$ cat src/fb_pkg.sv
package fb_pkg;

  // word geometry shared by both memory ports and the pixel path
  localparam int word_bits = 256;
  localparam int pixel_bits = 32;
  localparam int pixels_per_word = word_bits / pixel_bits; // 8 pixels per fetched word
  localparam int sel_bits = word_bits / 8;                 // one select per byte lane

  // side-band widths, same as the processor bus
  localparam int tid_bits = 13;
  localparam int pri_bits = 4;

  // request strobe to ack, address stage plus two output registers
  localparam int resp_latency = 3;

  // padr[31:20] must match for the memory to respond
  localparam logic [11:0] region_tag = 12'h000;

  // request side, one cycle per transfer, no handshake back
  typedef struct packed {
    logic                  cyc;   // request strobe
    logic                  we;    // write
    logic [sel_bits-1:0]   sel;   // byte selects
    logic [31:0]           padr;  // byte address, bits 4:0 unused
    logic [word_bits-1:0]  data;  // write data
    logic [tid_bits-1:0]   tid;   // transaction id, echoed
    logic [pri_bits-1:0]   pri;   // priority, echoed
  } bus_req_t;

  // response side, ack lines up with dat
  typedef struct packed {
    logic                  ack;
    logic [tid_bits-1:0]   tid;
    logic [pri_bits-1:0]   pri;
    logic [word_bits-1:0]  dat;
  } bus_resp_t;

  // a word is bytes to the processor and pixels to the display
  // pix[0] sits in the lowest 32 bits
  typedef union packed {
    logic [word_bits-1:0]                        raw;
    logic [pixels_per_word-1:0][pixel_bits-1:0]  pix;
  } fb_word_u;

endpackage

$ cat src/scanout_fetcher.sv
`timescale 1ns/1ps

// paced sequential reader for one frame
// one read every pixels_per_word cycles so the pixel stream never starves
module scanout_fetcher #(
  parameter int mem_words = 1024,
  localparam int aw = $clog2(mem_words)
) (
  input  logic             clk,
  input  logic             rst_n,
  input  logic             start,        // one-cycle pulse
  input  logic [aw-1:0]    base_word,
  input  logic [aw:0]      word_count,
  output fb_pkg::bus_req_t fb_req,
  input  logic             fb_ack,
  output logic             busy
);

  localparam int pw = $clog2(fb_pkg::pixels_per_word);
  localparam logic [pw-1:0] pace_top = pw'(fb_pkg::pixels_per_word - 1);
  localparam logic [fb_pkg::pri_bits-1:0] scan_pri = 4'hc; // display traffic runs high

  logic            busy_q;
  logic            cyc_q;
  logic [pw-1:0]   pace_q;        // cycles to the next read
  logic [aw-1:0]   word_q;        // word index of the read on the bus
  logic [aw:0]     issue_left;    // reads still to issue
  logic [aw:0]     ack_left;      // acks still to come back
  logic [fb_pkg::tid_bits-1:0] tid_q;
  logic            launch, next_rd;

  assign launch  = !busy_q && start && (word_count != '0); // start while busy is dropped
  assign next_rd = busy_q && (issue_left != '0) && (pace_q == '0);

  always_ff @(posedge clk or negedge rst_n) begin
    if (!rst_n) begin
      busy_q     <= 1'b0;
      cyc_q      <= 1'b0;
      pace_q     <= '0;
      word_q     <= '0;
      issue_left <= '0;
      ack_left   <= '0;
      tid_q      <= '0;
    end else begin
      cyc_q <= launch || next_rd;
      if (launch || next_rd) tid_q <= tid_q + 1'b1; // rolling id per read
      if (launch) begin
        busy_q     <= 1'b1;
        word_q     <= base_word;
        issue_left <= word_count - 1'b1;  // first read goes out now
        ack_left   <= word_count;
        pace_q     <= pace_top;
      end else if (busy_q) begin
        if (next_rd) begin
          word_q     <= word_q + 1'b1;
          issue_left <= issue_left - 1'b1;
          pace_q     <= pace_top;
        end else if (issue_left != '0) begin
          pace_q <= pace_q - 1'b1;
        end
        if (fb_ack) begin
          ack_left <= ack_left - 1'b1;
          if (ack_left == 1) busy_q <= 1'b0; // frame fully fetched
        end
      end
    end
  end

  // read-only requests into the region
  always_comb begin
    fb_req      = '0;
    fb_req.cyc  = cyc_q;
    fb_req.we   = 1'b0;
    fb_req.sel  = '1;
    fb_req.padr = {fb_pkg::region_tag, {(15-aw){1'b0}}, word_q, 5'b0};
    fb_req.tid  = tid_q;
    fb_req.pri  = scan_pri;
  end

  assign busy = busy_q;

endmodule

$ cat config.mk
export PLATFORM = sky130hd
export DESIGN_NAME = scanout_fetcher
export DESIGN_NICKNAME = d
export VERILOG_FILES = /design/src/fb_pkg.sv /design/src/scanout_fetcher.sv
export SDC_FILE = /design/constraint.sdc
export NUM_CORES = 1
export LEC_CHECK = 0
export ABC_AREA = 1
export BUFFER_PORTS_ARGS = -buffer_cell sky130_fd_sc_hd__buf_2
export CORE_ASPECT_RATIO = 0.8
export CORE_MARGIN = 5
export CORE_UTILIZATION = 30
export CTS_CLUSTER_DIAMETER = 150
export DETAILED_ROUTE_END_ITERATION = 10
export HOLD_SLACK_MARGIN = 0.05
export PLACE_DENSITY = 0.7
export SYNTH_ARGS = -nofsm -noshare
export SYNTH_HDL_FRONTEND = slang
export SYNTH_SLANG_ARGS = --single-unit
export TNS_END_PERCENT = 5
$ cat constraint.sdc
create_clock -name clk -period 3.3 [get_ports clk]
set_input_delay 0.33 -clock clk [delete_from_list [all_inputs] [get_ports clk]]
set_output_delay 0.33 -clock clk [all_outputs]
set_load 0.01 [all_outputs]
==> results.toml <==
[synthesis]
ys_seq_area_share_pct = 22.76
synth_top_flop_cell = "dfrtp_1"
netlist_instances = 719
ys_types = 41
synth_area_um2 = 5497
synth_top_area_share_pct = 43.16
async_flop_share_pct = 100.0
synth_seq_cells = 50
synth-edff-count = 0
syn_avg_cell_area_um2 = 7.645
yosysWarnings = 0
yosys.area.top_type = "buf_4"
synth.area.top_cells = "buf_4 43%, dfrtp_1 23%, nand2_1 7.2%"

[layout]
layout.nets = 797
n_antenna_cell = 0
fill_cells = 1990
drive_above_1_share_pct = 11.49
syn2layout_area_growth_pct = -9.675
final_common_cell = "conb_1"
design_area_um2 = 4965
stdcell_count = 996
final_cell_mix = "315 x conb_1, 105 x nand2_1, 50 x dfrtp_1, 49 x inv_1, 49 x buf_2"

[timing]
slew_violations = 0
setup_slack_ps = 949.0
fin_skew_ps = 16.89
finalCritPeriodShare_pct = 71.24
hold_slack_ps = 98.16
slew_headroom_pct = 47.20
setup_viol = 0
hold_violations = 0
period_minus_slack_ps = 2351
rsz0062_at_grt = "no"
fmax_mhz = 425.4
tightest_slew_ps = 791.9
setup_tns_ps = 0

[floorplan]
start_util_pct = 30.44
die_area_um2 = 21150
num_io_pins = 365
fp.dieW_um = 161.3
placementRows = 44
dieHeight_um = 131.1
core_um2 = 18060

[worst_setup_path]
crit_path_cell_trace = "nor2_8 > nand2_8 > inv_2 > nand2_1 > nand2_1 > clkinv_2 > ha_1 > inv_1 > nor2_2 > inv_2 > o21ai_0 > nand3_1 > o21ai_1"
crit_type = "reg2reg"
cp-start-kind = "flip-flop"
cp_data_arrival_time_ps = 2540
worstPathMaxFanout = 27
max_stage_delay_ps = 450
worstPathRequired_ps = 3490
cp_slowest_cell = "dfrtp_1"
rr_worst_depth = 13
critPathCaptureType = "flip-flop"

[placement]
dp.cells = 988
place_congestion = 0.8819
port-buffer-count = 49
place_ws_ps = 778.4
placed_area_um2 = 4791
dpl.hpwl_um = 8848

[power_and_ir_drop]
pwr-share-clk_pct = 18.3
p_int_uw = 1793
power.density_nw_per_um2 = 680.5
net-switching-power_uw = 1586
ir_drop_mv = 0.2821
leakagePower_uw = 0.002811
p_seq_share_pct = 32.4
p_comb_share_pct = 49.3
p_sw_share_pct = 46.93

[clock_network]
cts.sinks = 50
clk_pin_slew_ps = 80
tritoncts = "yes"
cts.path.max_buffers = 2
cts_setup_buffers = 0
cts-hold-fix-buffers = 0
cts-resized-gates = 0
cts_root_buf = "clkbuf_16"
htree_levels = 2
clk_latency_ps = 300
cts_inserted_buffers = 5

[routing]
wl_um = 10680
via_per_inst = 3.524
antenna_left = 0
drc = 0
vias = 3510
wl_per_cell_um = 10.72
drt_first_pass_iters = 4
drtIter0Drc = 171

[job]
drv_cap = 0

[global_routing]
grt_max_degree = 35
grt.overflow.total = 0
grt_antenna_before_repair = 0
track_usage_pct = 8.643
grt_pass1_wl_um = 14820
grt_pass1_vias = 2907

[min_path]
hp-class = "in2async"

[status]
status = "finished clean"
stage by stage:
step,total power (uW),utilization (%)
6_report,3378,27.49
5_1_grt,3714,27.49
4_1_cts,3402,27.49
3_5_place_dp,2765,26.53
3_3_place_gp,2738,26.53
2_1_floorplan,2626,-
logic make-up (layout without fill, tap and decap cells):
family	Yosys count	in the layout	synth area share, %
other cells	2	315	0.1366
xor+xnor	22	22	3.506
buf+inv	379	113	47.96
compound gates	48	48	5.600
flops	50	50	22.76
simple gates	211	211	18.44
fa+ha+maj	7	7	1.593
critical path, delay by kind of cell, from the launching register on:
| kind | cells | cell delay (ps) |
|---|---|---|
| adder cells (fa/ha/maj) | 1 | 180 |
| flip-flops | 1 | 450 |
| AO/OA/AOI/OAI | 2 | 170 |
| buffers and inverters | 4 | 600 |
| AND/OR/NAND/NOR | 6 | 810 |
flip-flops by register name, indices dropped and copies added (netlist names):
register / count
pace_q: 3
ack_left: 11
issue_left: 11
tid_q: 13
cyc_q: 1
word_q: 10
busy: 1
layer usage:
layer | vias to the layer above | global-route usage, % | wire, um
met5 | - | 0 | 0
met4 | 0 | 2.558 | 115
met3 | 7 | 2.501 | 1007
met2 | 161 | 14.77 | 5484
met1 | 1621 | 10.71 | 4072
li1 | 1721 | - | -
cells in the mapped netlist (2+ instances only):
cell      instances
a21oi_1           2
nor4_1            6
buf_2             8
nand2_1         105
nor2_2            6
nor2_1           27
xnor2_1           2
nand3_1          31
buf_4           316
nand2_4           4
inv_1            49
nand3b_1          4
nor3_1            6
inv_2             3
o211ai_1          6
nand4_1           7
a31oi_1           7
xor2_1           20
ha_1              7
dfrtp_1          50
nor2_4            2
nand2_2           6
conb_1            2
o21ai_0          22
o221ai_1          5
final cells by class:
class	count	area, um^2	area share [%]
multi-input cells	603	2784	56.07
clock buffers	5	125.1	2.520
well taps	230	287.8	5.796
flip-flops and latches	50	1251	25.20
clock inverters	3	48.80	0.9829
repair buffers	52	267.8	5.393
inverters	53	200.2	4.032
power groups by stage:
stage               clock network (uW)  logic (uW)  registers [uW]
finish                             618        1670            1090
CTS                                640        1670            1090
floorplan                            0        1510            1120
global route                       661        1920            1140
global placement                     0        1640            1100
detailed placement                   0        1660            1100
worst paths after layout:
kind                              start             to  slack, ps
min                               rst_n    ack_left[7]        100
min in group clk           base_word[6]      word_q[6]        300
max in group asynchronous         rst_n  issue_left[7]       2430
min reg2reg                   tid_q[10]      tid_q[10]        500
max                                busy  issue_left[6]        950
max reg2reg                        busy  issue_left[6]        950
(Power assumes the default switching activity.)
